## src/design/x86_arch_pkg.sv

```systemverilog
`default_nettype none

package x86_arch_pkg;

  localparam int NUM_GPR = 8;

  typedef logic [2:0] reg_idx_t;

  // Register indices, in the order modrm encodes them.
  localparam reg_idx_t REG_EAX = 3'd0;
  localparam reg_idx_t REG_ECX = 3'd1;
  localparam reg_idx_t REG_EDX = 3'd2;
  localparam reg_idx_t REG_EBX = 3'd3;
  localparam reg_idx_t REG_ESP = 3'd4;
  localparam reg_idx_t REG_EBP = 3'd5;
  localparam reg_idx_t REG_ESI = 3'd6;
  localparam reg_idx_t REG_EDI = 3'd7;

  // Bit positions of the tracked flags in eflags.
  localparam int FLAG_CF = 0;
  localparam int FLAG_ZF = 6;
  localparam int FLAG_SF = 7;
  localparam int FLAG_OF = 11;

  // Architectural state, 320 bits. gpr[0] is eax.
  typedef struct packed {
    logic [NUM_GPR-1:0][31:0] gpr;
    logic [31:0]              eip;
    logic [31:0]              eflags;
  } arch_state_t;

endpackage

`default_nettype wire

```

## src/design/trace_pkg.sv

```systemverilog
`default_nettype none

package trace_pkg;

  localparam int INSTR_BYTES = 12;

  // Opcode bytes of the supported subset.
  localparam logic [7:0] OPC_NOP    = 8'h90;
  localparam logic [7:0] OPC_INC    = 8'h40;
  localparam logic [7:0] OPC_DEC    = 8'h48;
  localparam logic [7:0] OPC_ADD    = 8'h01;
  localparam logic [7:0] OPC_SUB    = 8'h29;
  localparam logic [7:0] OPC_XOR    = 8'h31;
  localparam logic [7:0] OPC_MOV_ST = 8'h89;
  localparam logic [7:0] OPC_MOV_LD = 8'h8B;
  localparam logic [7:0] OPC_JMP    = 8'hEB;
  localparam logic [7:0] OPC_JCXZ   = 8'hE3;

  // Modrm mod field values.
  localparam logic [1:0] MOD_IND = 2'b00;
  localparam logic [1:0] MOD_REG = 2'b11;

  // Hint access sizes.
  localparam logic [1:0] MASK_BYTE  = 2'd0;
  localparam logic [1:0] MASK_WORD  = 2'd1;
  localparam logic [1:0] MASK_DWORD = 2'd2;

  // Raw hint as the tracer emits it, 72 bits.
  typedef struct packed {
    logic        valid;
    logic        is_write;
    logic [1:0]  mask;
    logic [3:0]  reserved;
    logic [31:0] address;
    logic [31:0] data;
  } raw_hint_t;

  typedef struct packed {
    logic        valid;
    logic        is_write;
    logic [3:0]  byte_en;
    logic [31:0] address;
    logic [31:0] data;
  } hint_t;

  // instr[0] is the first instruction byte.
  typedef struct packed {
    x86_arch_pkg::arch_state_t   pre;
    logic [INSTR_BYTES-1:0][7:0] instr;
    raw_hint_t                   hint1;
    raw_hint_t                   hint2;
  } trace_step_t;

  typedef enum logic [3:0] {
    NOP, INC, DEC, ADD, SUB, XOR, MOV, LOAD, STORE, JMP, JCXZ
  } opcode_e;

  typedef struct packed {
    opcode_e                op;
    x86_arch_pkg::reg_idx_t dst;
    logic [31:0]            a_val;
    logic [31:0]            b_val;
    logic                   write_dst;
    logic [3:0]             len;
    logic [31:0]            rel;
  } uop_t;

  typedef struct packed {
    logic bad_opcode;
    logic bad_hint;
  } fault_t;

endpackage

`default_nettype wire

```

## src/design/alu_execute.sv

```systemverilog
`timescale 1ns/1ns
`default_nettype none

module alu_execute (
  input  wire x86_arch_pkg::arch_state_t i_pre,
  input  wire trace_pkg::uop_t           i_uop,
  output x86_arch_pkg::arch_state_t      o_post
);

  logic [31:0] a;
  logic [31:0] b;
  logic [31:0] result;
  logic [31:0] seq_eip;
  logic        carry;
  logic        set_zs;

  assign a       = i_uop.a_val;
  assign b       = i_uop.b_val;
  assign seq_eip = i_pre.eip + {28'd0, i_uop.len};

  always_comb begin
    o_post = i_pre;
    result = b;
    carry  = 1'b0;
    set_zs = 1'b0;
    case (i_uop.op)
      trace_pkg::ADD: begin
        {carry, result} = {1'b0, a} + {1'b0, b};
        o_post.eflags[x86_arch_pkg::FLAG_CF] = carry;
        o_post.eflags[x86_arch_pkg::FLAG_OF] = (a[31] == b[31]) && (result[31] != a[31]);
        set_zs = 1'b1;
      end
      trace_pkg::SUB: begin
        // Carry out of the 33-bit difference is the borrow.
        {carry, result} = {1'b0, a} - {1'b0, b};
        o_post.eflags[x86_arch_pkg::FLAG_CF] = carry;
        o_post.eflags[x86_arch_pkg::FLAG_OF] = (a[31] != b[31]) && (result[31] != a[31]);
        set_zs = 1'b1;
      end
      trace_pkg::XOR: begin
        result = a ^ b;
        o_post.eflags[x86_arch_pkg::FLAG_CF] = 1'b0;
        o_post.eflags[x86_arch_pkg::FLAG_OF] = 1'b0;
        set_zs = 1'b1;
      end
      trace_pkg::INC: begin
        result = a + 32'd1;
        o_post.eflags[x86_arch_pkg::FLAG_OF] = (a == 32'h7FFF_FFFF);
        set_zs = 1'b1;
      end
      trace_pkg::DEC: begin
        result = a - 32'd1;
        o_post.eflags[x86_arch_pkg::FLAG_OF] = (a == 32'h8000_0000);
        set_zs = 1'b1;
      end
      default: begin
        result = b;
      end
    endcase

    if (set_zs) begin
      o_post.eflags[x86_arch_pkg::FLAG_ZF] = (result == 32'd0);
      o_post.eflags[x86_arch_pkg::FLAG_SF] = result[31];
    end

    if (i_uop.write_dst) begin
      o_post.gpr[i_uop.dst] = result;
    end

    // For jcxz, a_val holds ecx.
    case (i_uop.op)
      trace_pkg::JMP:  o_post.eip = seq_eip + i_uop.rel;
      trace_pkg::JCXZ: o_post.eip = (a == 32'd0) ? seq_eip + i_uop.rel : seq_eip;
      default:         o_post.eip = seq_eip;
    endcase
  end

endmodule

`default_nettype wire

```

## src/design/hint_decode.sv

```systemverilog
`timescale 1ns/1ns
`default_nettype none

module hint_decode (
  input  wire trace_pkg::raw_hint_t i_raw,
  output trace_pkg::hint_t          o_hint
);

  logic [3:0] byte_en;

  always_comb begin
    case (i_raw.mask)
      trace_pkg::MASK_BYTE:  byte_en = 4'b0001;
      trace_pkg::MASK_WORD:  byte_en = 4'b0011;
      trace_pkg::MASK_DWORD: byte_en = 4'b1111;
      default:               byte_en = 4'b0000;
    endcase
  end

  always_comb begin
    o_hint.is_write = i_raw.is_write;
    o_hint.byte_en  = byte_en;
    o_hint.address  = i_raw.address;
    o_hint.data     = i_raw.data;
    // Reserved bits set or an unknown size make the hint unusable.
    o_hint.valid    = i_raw.valid && (i_raw.reserved == 4'd0) && (byte_en != 4'b0000);
  end

endmodule

`default_nettype wire

```

## src/design/instr_decode.sv

```systemverilog
`timescale 1ns/1ns
`default_nettype none

module instr_decode (
  input  wire trace_pkg::trace_step_t i_step,
  input  wire trace_pkg::hint_t       i_hint1,
  output trace_pkg::uop_t             o_uop,
  output trace_pkg::fault_t           o_fault
);

  logic [7:0]             opc;
  logic [1:0]             modrm_mod;
  x86_arch_pkg::reg_idx_t modrm_reg;
  x86_arch_pkg::reg_idx_t modrm_rm;
  logic [31:0]            rm_val;
  logic [31:0]            reg_val;
  logic                   mem_form;
  logic                   store_hint_ok;
  logic                   load_hint_ok;

  assign opc       = i_step.instr[0];
  assign modrm_mod = i_step.instr[1][7:6];
  assign modrm_reg = i_step.instr[1][5:3];
  assign modrm_rm  = i_step.instr[1][2:0];
  assign rm_val    = i_step.pre.gpr[modrm_rm];
  assign reg_val   = i_step.pre.gpr[modrm_reg];

  // Plain [reg] only. rm=esp needs SIB, rm=ebp means disp32.
  assign mem_form = (modrm_mod == trace_pkg::MOD_IND) &&
                    (modrm_rm != x86_arch_pkg::REG_ESP) &&
                    (modrm_rm != x86_arch_pkg::REG_EBP);

  assign store_hint_ok = i_hint1.valid && i_hint1.is_write && (i_hint1.byte_en == 4'hF) &&
                         (i_hint1.address == rm_val) && (i_hint1.data == reg_val);
  assign load_hint_ok  = i_hint1.valid && !i_hint1.is_write && (i_hint1.byte_en == 4'hF) &&
                         (i_hint1.address == rm_val);

  always_comb begin
    o_uop     = '0;
    o_uop.op  = trace_pkg::NOP;
    o_uop.rel = {{24{i_step.instr[1][7]}}, i_step.instr[1]};
    o_fault   = '0;
    case (opc)
      trace_pkg::OPC_NOP: o_uop.len = 4'd1;
      trace_pkg::OPC_ADD, trace_pkg::OPC_SUB, trace_pkg::OPC_XOR: begin
        if (modrm_mod == trace_pkg::MOD_REG) begin
          o_uop.op        = (opc == trace_pkg::OPC_ADD) ? trace_pkg::ADD :
                            (opc == trace_pkg::OPC_SUB) ? trace_pkg::SUB : trace_pkg::XOR;
          o_uop.dst       = modrm_rm;
          o_uop.a_val     = rm_val;
          o_uop.b_val     = reg_val;
          o_uop.write_dst = 1'b1;
          o_uop.len       = 4'd2;
        end else begin
          o_fault.bad_opcode = 1'b1;
        end
      end
      trace_pkg::OPC_MOV_ST: begin
        o_uop.a_val = rm_val;
        o_uop.b_val = reg_val;
        o_uop.len   = 4'd2;
        if (modrm_mod == trace_pkg::MOD_REG) begin
          o_uop.op        = trace_pkg::MOV;
          o_uop.dst       = modrm_rm;
          o_uop.write_dst = 1'b1;
        end else if (mem_form) begin
          o_uop.op         = trace_pkg::STORE;
          o_fault.bad_hint = !store_hint_ok;
        end else begin
          o_fault.bad_opcode = 1'b1;
        end
      end
      trace_pkg::OPC_MOV_LD: begin
        if (mem_form) begin
          // Memory data comes from the tracer's hint.
          o_uop.op         = trace_pkg::LOAD;
          o_uop.dst        = modrm_reg;
          o_uop.a_val      = rm_val;
          o_uop.b_val      = i_hint1.data;
          o_uop.write_dst  = 1'b1;
          o_uop.len        = 4'd2;
          o_fault.bad_hint = !load_hint_ok;
        end else begin
          o_fault.bad_opcode = 1'b1;
        end
      end
      trace_pkg::OPC_JMP: begin
        o_uop.op  = trace_pkg::JMP;
        o_uop.len = 4'd2;
      end
      trace_pkg::OPC_JCXZ: begin
        o_uop.op    = trace_pkg::JCXZ;
        o_uop.a_val = i_step.pre.gpr[x86_arch_pkg::REG_ECX];
        o_uop.len   = 4'd2;
      end
      default: begin
        // inc and dec carry the register in the low three opcode bits.
        o_uop.dst       = opc[2:0];
        o_uop.a_val     = i_step.pre.gpr[opc[2:0]];
        o_uop.write_dst = 1'b1;
        o_uop.len       = 4'd1;
        if ({opc[7:3], 3'b000} == trace_pkg::OPC_INC) begin
          o_uop.op = trace_pkg::INC;
        end else if ({opc[7:3], 3'b000} == trace_pkg::OPC_DEC) begin
          o_uop.op = trace_pkg::DEC;
        end else begin
          o_uop.write_dst    = 1'b0;
          o_uop.len          = 4'd0;
          o_fault.bad_opcode = 1'b1;
        end
      end
    endcase
  end

endmodule

`default_nettype wire

```

## src/design/reg_writeback.sv

```systemverilog
`timescale 1ns/1ns
`default_nettype none

module reg_writeback (
  input  wire logic                      i_clk,
  input  wire logic                      i_rst_n,
  input  wire logic                      i_commit,
  input  wire x86_arch_pkg::arch_state_t i_pre,
  input  wire x86_arch_pkg::arch_state_t i_post,
  input  wire trace_pkg::fault_t         i_fault,
  output x86_arch_pkg::arch_state_t      o_state,
  output trace_pkg::fault_t              o_fault
);

  logic any_fault;

  assign any_fault = i_fault.bad_opcode || i_fault.bad_hint;

  always_ff @(posedge i_clk) begin
    if (!i_rst_n) begin
      o_state <= '0;
      o_fault <= '0;
    end else if (i_commit) begin
      // A faulting step leaves the pre-state in place.
      o_state <= any_fault ? i_pre : i_post;
      o_fault <= i_fault;
    end
  end

  state_hold: assert property (@(posedge i_clk) disable iff (!i_rst_n)
    !i_commit |=> $stable(o_state))
    else $error("o_state changed without a commit");

endmodule

`default_nettype wire

```

## src/design/step_fetch.sv

```systemverilog
`timescale 1ns/1ns
`default_nettype none

module step_fetch (
  input  wire logic                   i_clk,
  input  wire logic                   i_rst_n,
  input  wire logic                   i_req,
  input  wire trace_pkg::trace_step_t i_step,
  output trace_pkg::trace_step_t      o_step,
  output logic                        o_commit,
  output logic                        o_ack
);

  typedef enum logic [1:0] {
    S_IDLE,
    S_COMMIT,
    S_ACK
  } state_e;

  state_e state;

  always_ff @(posedge i_clk) begin
    if (!i_rst_n) begin
      state <= S_IDLE;
      o_ack <= 1'b0;
    end else begin
      case (state)
        S_IDLE: begin
          if (i_req) begin
            state <= S_COMMIT;
          end
        end
        S_COMMIT: begin
          state <= S_ACK;
        end
        S_ACK: begin
          // Ack one cycle after commit, then wait for the source to drop req.
          if (!o_ack) begin
            o_ack <= 1'b1;
          end else if (!i_req) begin
            o_ack <= 1'b0;
            state <= S_IDLE;
          end
        end
        default: begin
          state <= S_IDLE;
        end
      endcase
    end
  end

  // Step capture, only on an accepted request.
  always_ff @(posedge i_clk) begin
    if (state == S_IDLE && i_req) begin
      o_step <= i_step;
    end
  end

  assign o_commit = (state == S_COMMIT);

  ack_after_req: assert property (@(posedge i_clk) disable iff (!i_rst_n)
    $rose(o_ack) |-> $past(i_req))
    else $error("o_ack rose without a pending request");

  commit_single: assert property (@(posedge i_clk) disable iff (!i_rst_n)
    o_commit |=> !o_commit)
    else $error("commit pulse longer than one cycle");

endmodule

`default_nettype wire

```

## src/design/tiny86.sv

```systemverilog
`timescale 1ns/1ns
`default_nettype none

module tiny86 (
  input  wire logic                   i_clk,
  input  wire logic                   i_rst_n,
  input  wire logic                   i_req,
  input  wire trace_pkg::trace_step_t i_step,
  output logic                        o_ack,
  output x86_arch_pkg::arch_state_t   o_state,
  output trace_pkg::fault_t           o_fault
);

  trace_pkg::trace_step_t    step;
  logic                      commit;
  trace_pkg::hint_t          hint1;
  trace_pkg::uop_t           uop;
  trace_pkg::fault_t         dec_fault;
  x86_arch_pkg::arch_state_t post;

  step_fetch u_fetch (
    .i_clk    (i_clk),
    .i_rst_n  (i_rst_n),
    .i_req    (i_req),
    .i_step   (i_step),
    .o_step   (step),
    .o_commit (commit),
    .o_ack    (o_ack)
  );

  hint_decode u_hint1 (
    .i_raw  (step.hint1),
    .o_hint (hint1)
  );

  // No supported instruction reads hint 2.
  hint_decode u_hint2 (
    .i_raw  (step.hint2),
    .o_hint ()
  );

  instr_decode u_decode (
    .i_step  (step),
    .i_hint1 (hint1),
    .o_uop   (uop),
    .o_fault (dec_fault)
  );

  alu_execute u_execute (
    .i_pre  (step.pre),
    .i_uop  (uop),
    .o_post (post)
  );

  reg_writeback u_writeback (
    .i_clk    (i_clk),
    .i_rst_n  (i_rst_n),
    .i_commit (commit),
    .i_pre    (step.pre),
    .i_post   (post),
    .i_fault  (dec_fault),
    .o_state  (o_state),
    .o_fault  (o_fault)
  );

endmodule

`default_nettype wire

```

## config.mk

```make
export PLATFORM = sky130hd
export DESIGN_NAME = tiny86
export DESIGN_NICKNAME = d
export VERILOG_FILES = /design/src/design/x86_arch_pkg.sv /design/src/design/trace_pkg.sv /design/src/design/alu_execute.sv /design/src/design/hint_decode.sv /design/src/design/instr_decode.sv /design/src/design/reg_writeback.sv /design/src/design/step_fetch.sv /design/src/design/tiny86.sv
export SDC_FILE = /design/constraint.sdc
export NUM_CORES = 2
export LEC_CHECK = 0
export ABC_AREA = 1
export BUFFER_PORTS_ARGS = -buffer_cell sky130_fd_sc_hd__buf_4
export CELL_PAD_IN_SITES_DETAIL_PLACEMENT = 1
export CELL_PAD_IN_SITES_GLOBAL_PLACEMENT = 1
export CORE_AREA = 2 2 345 347
export DETAILED_ROUTE_END_ITERATION = 10
export DIE_AREA = 0 0 347 349
export HOLD_SLACK_MARGIN = 0.15
export PLACE_DENSITY = 0.86
export SETUP_SLACK_MARGIN = 0.15
export SKIP_LAST_GASP = 1
export SYNTH_ARGS = -nofsm -noshare
export SYNTH_HDL_FRONTEND = slang
export SYNTH_SLANG_ARGS = --single-unit
```

## constraint.sdc

```tcl
create_clock -name i_clk -period 41.2 [get_ports i_clk]
set_input_delay 2.06 -clock i_clk [delete_from_list [all_inputs] [get_ports i_clk]]
set_output_delay 2.06 -clock i_clk [all_outputs]
set_load 0.01 [all_outputs]
```

# After elaboration in Yosys (flattened, before gate mapping)

Index checks and enable logic that the tools add are counted.

Register bits after elaboration: 733
Bits in latches: 0
RAM bits: 0
Bits in read-only memories: 0
Input port bits: 563
Output and inout port bits: 323
Word-level logic and storage cells: 164
Memories kept: 0

Add/subtract/negate cells: 6
Multipliers: 0
Divide/modulo/power cells: 0
Magnitude comparators: 5
Equality and inequality tests: 36
Shift-type cells: 0
Muxes and demuxes: 52
Bitwise operators: 1
Reduce and logical (&&, ||, !) cells: 32

Operators with widths:

| kind                    | number |
|---|---|
| $mux W320               | 1 |
| $pmux W32 S5            | 2 |
| $bmux W32 S3            | 3 |
| $bwmux W256             | 1 |
| $mux W256               | 1 |
| $mux W32                | 5 |
| $demux W32 S3           | 1 |
| $pmux W32 S3            | 1 |
| $mux W76                | 1 |
| $mux W75                | 1 |
| $eq A32 B32 Y1          | 2 |
| $logic_not A32 Y1       | 2 |
| $pmux W32 S2            | 1 |
| $eq A8 B8 Y1 const B    | 5 |
| $add A32 B32 Y33        | 1 |
| $sub A32 B32 Y33        | 1 |
| $add A32 B1 Y32 const B | 1 |
| $add A32 B32 Y32        | 1 |
| $add A32 B4 Y32         | 1 |
| $eq A32 B31 Y1 const B  | 1 |
| $eq A32 B32 Y1 const B  | 1 |
| $sub A32 B1 Y32 const B | 1 |
| $xor A32 B32 Y32        | 1 |
| $pmux W4 S6             | 1 |
| 39 further kinds        | 95 |

# Longest topological paths before layout

Word-level depth: 14
Mapped depth: 38
Depth with buffers taken out: 37

# Modules after synthesis

A second synthesis with hierarchy kept.

Cells, all modules: 8317
Area total of the unflattened synthesis: 57430.1 um^2

Modules (own cells, without submodules):

| module        | instances | cells each | area an instance (um^2) | seq. area each (um^2) |
|---|---|---|---|---|
| step_fetch    | 1         | 579        | 16952.5                 | 16876.2 |
| reg_writeback | 1         | 2748       | 16253.1                 | 6446.2 |
| alu_execute   | 1         | 2914       | 14258.7                 | 0.0 |
| instr_decode  | 1         | 1998       | 9396.5                  | 0.0 |
| hint_decode   | 1         | 78         | 569.3                   | 0.0 |

# Least setup slack after synthesis

No wires, ideal clock.

Kind: input to register
From: input port i_req
To: register u_fetch.o_step[100] in the netlist's numbering, enable pin
Library setup time: 1682 ps
Data arrival time: 29488 ps
Required time: 39518 ps
Path slack: 10030 ps
Stages: 2
Path buffers: 0
Path through: inv_1 -> nor3_1

Longest elaborated chain between the ends: 1

RTL lines:

| element              | RTL line         | source |
|---|---|---|
| from (decl)          | tiny86.sv:7      | `input wire logic i_req,` |
| $logic_and A1 B1 Y1  | step_fetch.sv:54 | `if (state == S_IDLE && i_req) begin` |
| to (signal assigned) | step_fetch.sv:55 | `o_step <= i_step;` |
| to (decl)            | step_fetch.sv:9  | `output trace_pkg::trace_step_t o_step,` |

Every way passes these cells.
A chain may end at the register's enable or synchronous reset.

# Worst setup path in the final report

From: register u_fetch.o_step[144] in the netlist's numbering
To: register u_writeback.o_state[6] (netlist name)

Longest elaborated chain between the ends: 10
Elaborated cells on any way between the ends: 38
Classes of those cells: add/sub: 4; eq/ne: 13; mux: 14; bitwise: 1; reduce/logical: 6

RTL lines:

| element                                                                 | RTL line            | source |
|---|---|---|
| parallel branches: the longest is 9 deep, another holds $sub A32 B1 Y32 | -                   |  |
| $mux W320 (*)                                                           | reg_writeback.sv:25 | `o_state <= any_fault ? i_pre : i_post;` |

Mark *: on every way between the ends. The select of a mux whose other input is x is not followed.

==> run_results.csv <==
group,metric,value,unit
synthesis,synth_top_cell_area_share,0.2710,
finish,num-fill-cells,14370,
critical_path,path_class,"flop to flop",
hold_path,min_path_type,"flop to flop",
hold_path,hp-start,"u_writeback.o_state[238]",
critical_path,r2r_end,"u_writeback.o_state[6]",
clock_network,clockRootBuffer,"clkbuf_16",
finish,multi_input_area,0.02268,mm^2
clock_network,htreeDepth,3,
sta,skew,0.03584,ns
critical_path,cp_max_fo,60,
synthesis,synth-seq-cells,733,
critical_path,crit_path_max_incr_delay,0.81,ns
sta,rsz0062_at_grt,"no",
global_routing,grt_antenna_before_repair,31,
route,wl,267200,um
critical_path,crit_path_start_kind,"flop",
synthesis,ys_top_cells_by_count,"1,160 x nand2_1, 984 x a21oi_1, 610 x o21ai_0",
sta,worst_pin_slew,1.493,ns
critical_path,r2r_slack,32.64,ns
finish,nets,7239,
synthesis,ys_types,65,
hold_path,worstHoldPathCells,2,
critical_path,cp_num_buf_inv,5,
critical_path,critPathRequiredTime,41.84,ns
run_status,status,"finished clean",
floorplan,design.die.area,0.1211,mm^2
route,num_vias,50870,
global_routing,grt_pass1_vias,48630,
synthesis,yosysMostFrequentCell,"nand2_1",
flow_run,max_cap_violations,0,
global_routing,grt.overflow.total,0,
finish,fin_util,0.4643,
clock_network,cts_resized,0,
sta,tns,0,ns
sta,setup_viol,0,
critical_path,end_kind,"flop",
route,drt_iter0_drc,6815,
place,port_buffers,733,
clock_network,cts_buffers,83,
clock_network,post-cts-setup-buffers,0,
clock_network,cts-hold-fix-buffers,0,
synthesis,synthesis.area,0.04520,mm^2
critical_path,slowest_stage,"nor2_4",
floorplan,ios,886,
place,dp_hpwl,201500,um
floorplan,core_area,0.1175,mm^2
synthesis,synth_top_cell_by_area,"edfxtp_1",
clock_network,cts_sinks,733,
global_routing,grt_pass1_wl,364700,um
place,gp_congestion,1.096,
sta,min_period,8.560,ns
finish,regArea,0.01876,mm^2
hold_path,min_to,"u_writeback.o_state[238]",
synthesis,yosys_warnings,0,
synthesis,avgSynthCellArea,7.527,um^2
floorplan,die_w,347,um
clock_network,clk_latency,0.74,ns
route,wire_per_inst,32.72,um
sta,max-slew-margin-rel,0.004698,
floorplan,start_util,0.3849,
route,drc,0,
floorplan,rows,126,
global_routing,track_usage,0.4215,
clock_network,cts_buffer_depth,3,
sta,fmax,0.1168,GHz
pwr,p_leak,0.02314,uW
sta,finalCritPeriodShare,0.2078,
synthesis,syn_inst,6005,
synthesis,synth_edf_count,408,
synthesis,ys.flop_type,"edfxtp_1",
critical_path,crit_family,"simple AND/OR/NAND/NOR gates",
finish,drive_above_1_share,0.1592,
route,dr.pass1.iters,6,
critical_path,arrival,9.20,ns
route,via_per_inst,6.228,
finish,syn_to_final_growth,20.65,%
pwr,vdd_drop_max,0.04565,mV
synthesis,async_flop_share,0,
sta,hold_viol_final,0,
sta,drv_slew,0,
floorplan,dieHeight,349,um
global_routing,grt_start_max_net_pins,208,
synthesis,syn-num-nets,6700,
clock_network,clkSlewWorstSetupHoldPaths,0.06,ns
route,ant_nets,0,
pwr,power_density,40.53,mW/mm^2
critical_path,ff2ff_path_depth,24,
critical_path,timing.rr.start,"u_fetch.o_step[144]",
clock_network,cts_tree,"yes",
synthesis,ys_seq_area_frac,0.4150,
critical_path,path_cells,"buf_4 > inv_1 > nor2_1 > buf_4 > a21oi_1 > o21ai_0 > a32o_1 > inv_1 > ha_1 > a21oi_1 > nand2_1 > a21boi_1 > o21ai_0 > nand2_1 > inv_1 > nor2_1 > o21ai_1 > o21ai_0 > nand4_1 > nor2_4 > nand4_1 > nor2_1 > nand4_1 > a21oi_1",
synthesis,synthTopCellsByArea,"edfxtp_1 27%, dfxtp_1 14%, a21oi_1 11%",
==> logic make-up (layout without fill, tap and decap cells) <==
| logic type | after synthesis | after routing | share of synthesized area |
|---|---|---|---|
| compound gates | 2053 | 2053 | 0.2487 |
| xor+xnor | 104 | 104 | 0.02015 |
| fa+ha+maj | 132 | 132 | 0.03737 |
| buf+inv | 941 | 1551 | 0.08559 |
| flops | 733 | 733 | 0.4150 |
| other cells | 0 | 17 | 0 |
| simple gates | 2042 | 2042 | 0.1932 |
==> per-stage QoR <==
stage               hold slack [ns]  area [um^2]  cells  total power (uW)  setup slack [ns]
floorplan                    0.4235        45200   6005              1191             10.03
global placement             0.4495        51690   7995              1410             33.14
detailed placement           0.4564        51690   7995              1423             33.09
CTS                          0.4653        54490   8151              2187             33.07
global route                 0.4816        54510   8158              2266             32.55
finish                       0.4666        54530   8168              2210             32.64
==> per-layer routing <==
metal	vias up	global-route usage	part of all wire
met1	24970	0.5340	0.39
li1	21850	-	-
met3	715	0.1538	0.13
met4	22	0.2259	0.061
met2	3317	0.6233	0.42
met5	-	0	0.00053
==> worst register-to-register path, cell delays in order, from the launching register on <==
cell,delay [ns]
edfxtp_1,0.32
buf_4,0.52
inv_1,0.75
nor2_1,0.56
buf_4,0.49
a21oi_1,0.13
o21ai_0,0.53
a32o_1,0.51
inv_1,0.23
ha_1,0.44
a21oi_1,0.24
nand2_1,0.21
a21boi_1,0.39
o21ai_0,0.26
nand2_1,0.12
inv_1,0.04
nor2_1,0.32
o21ai_1,0.18
o21ai_0,0.19
nand4_1,0.24
nor2_4,0.82
nand4_1,0.19
nor2_1,0.28
nand4_1,0.33
a21oi_1,0.21
==> cell usage in the layout (no fill, tap or decap), types with 85 or more instances in the layout <==
cell          n
dfxtp_1     325
inv_1       554
nor2_1      380
nand2_1    1159
edfxtp_1    408
a21oi_1     984
o21ai_1      95
ha_1        127
o211ai_1    116
nand3_1     273
clkbuf_16    85
o21ai_0     610
buf_4       805
==> power by group <==
group          leakage [uW]  internal, uW  switching (uW)
clock network       0.00137           430             340
logic                0.0152           163             382
registers           0.00655           829            65.6
total                0.0231          1420             788
==> worst max path at each step <==
stage | startpoint | endpoint | slack [ns] | cells past startpoint
global route | u_fetch.o_step[144] | u_writeback.o_state[6] | 32.55 | 26
CTS | u_fetch.o_step[144] | u_writeback.o_state[6] | 33.07 | 26
global placement | u_fetch.o_step[144] | u_writeback.o_state[6] | 33.14 | 26
detailed placement | u_fetch.o_step[144] | u_writeback.o_state[6] | 33.09 | 26
floorplan | i_req | u_fetch.o_step[100] | 10.03 | 2
finish | u_fetch.o_step[144] | u_writeback.o_state[6] | 32.64 | 24
==> state kept, by name, indices dropped and copies added (netlist names) <==
register             cells
u_writeback.o_fault      2
u_fetch.o_ack            1
u_writeback.o_state    320
u_fetch.state            2
u_fetch.o_step         408
==> cell type report <==
type                    count  share of cell area
diodes                     17           0.0007801
well taps                1536             0.03524
flip-flops and latches    733              0.3440
clock inverters            41            0.007824
repair buffers            808              0.1119
clock buffers             115             0.04364
multi-input cells        4331              0.4159
inverters                 587             0.04077
Note: power is estimated with default switching activity, not from simulation.
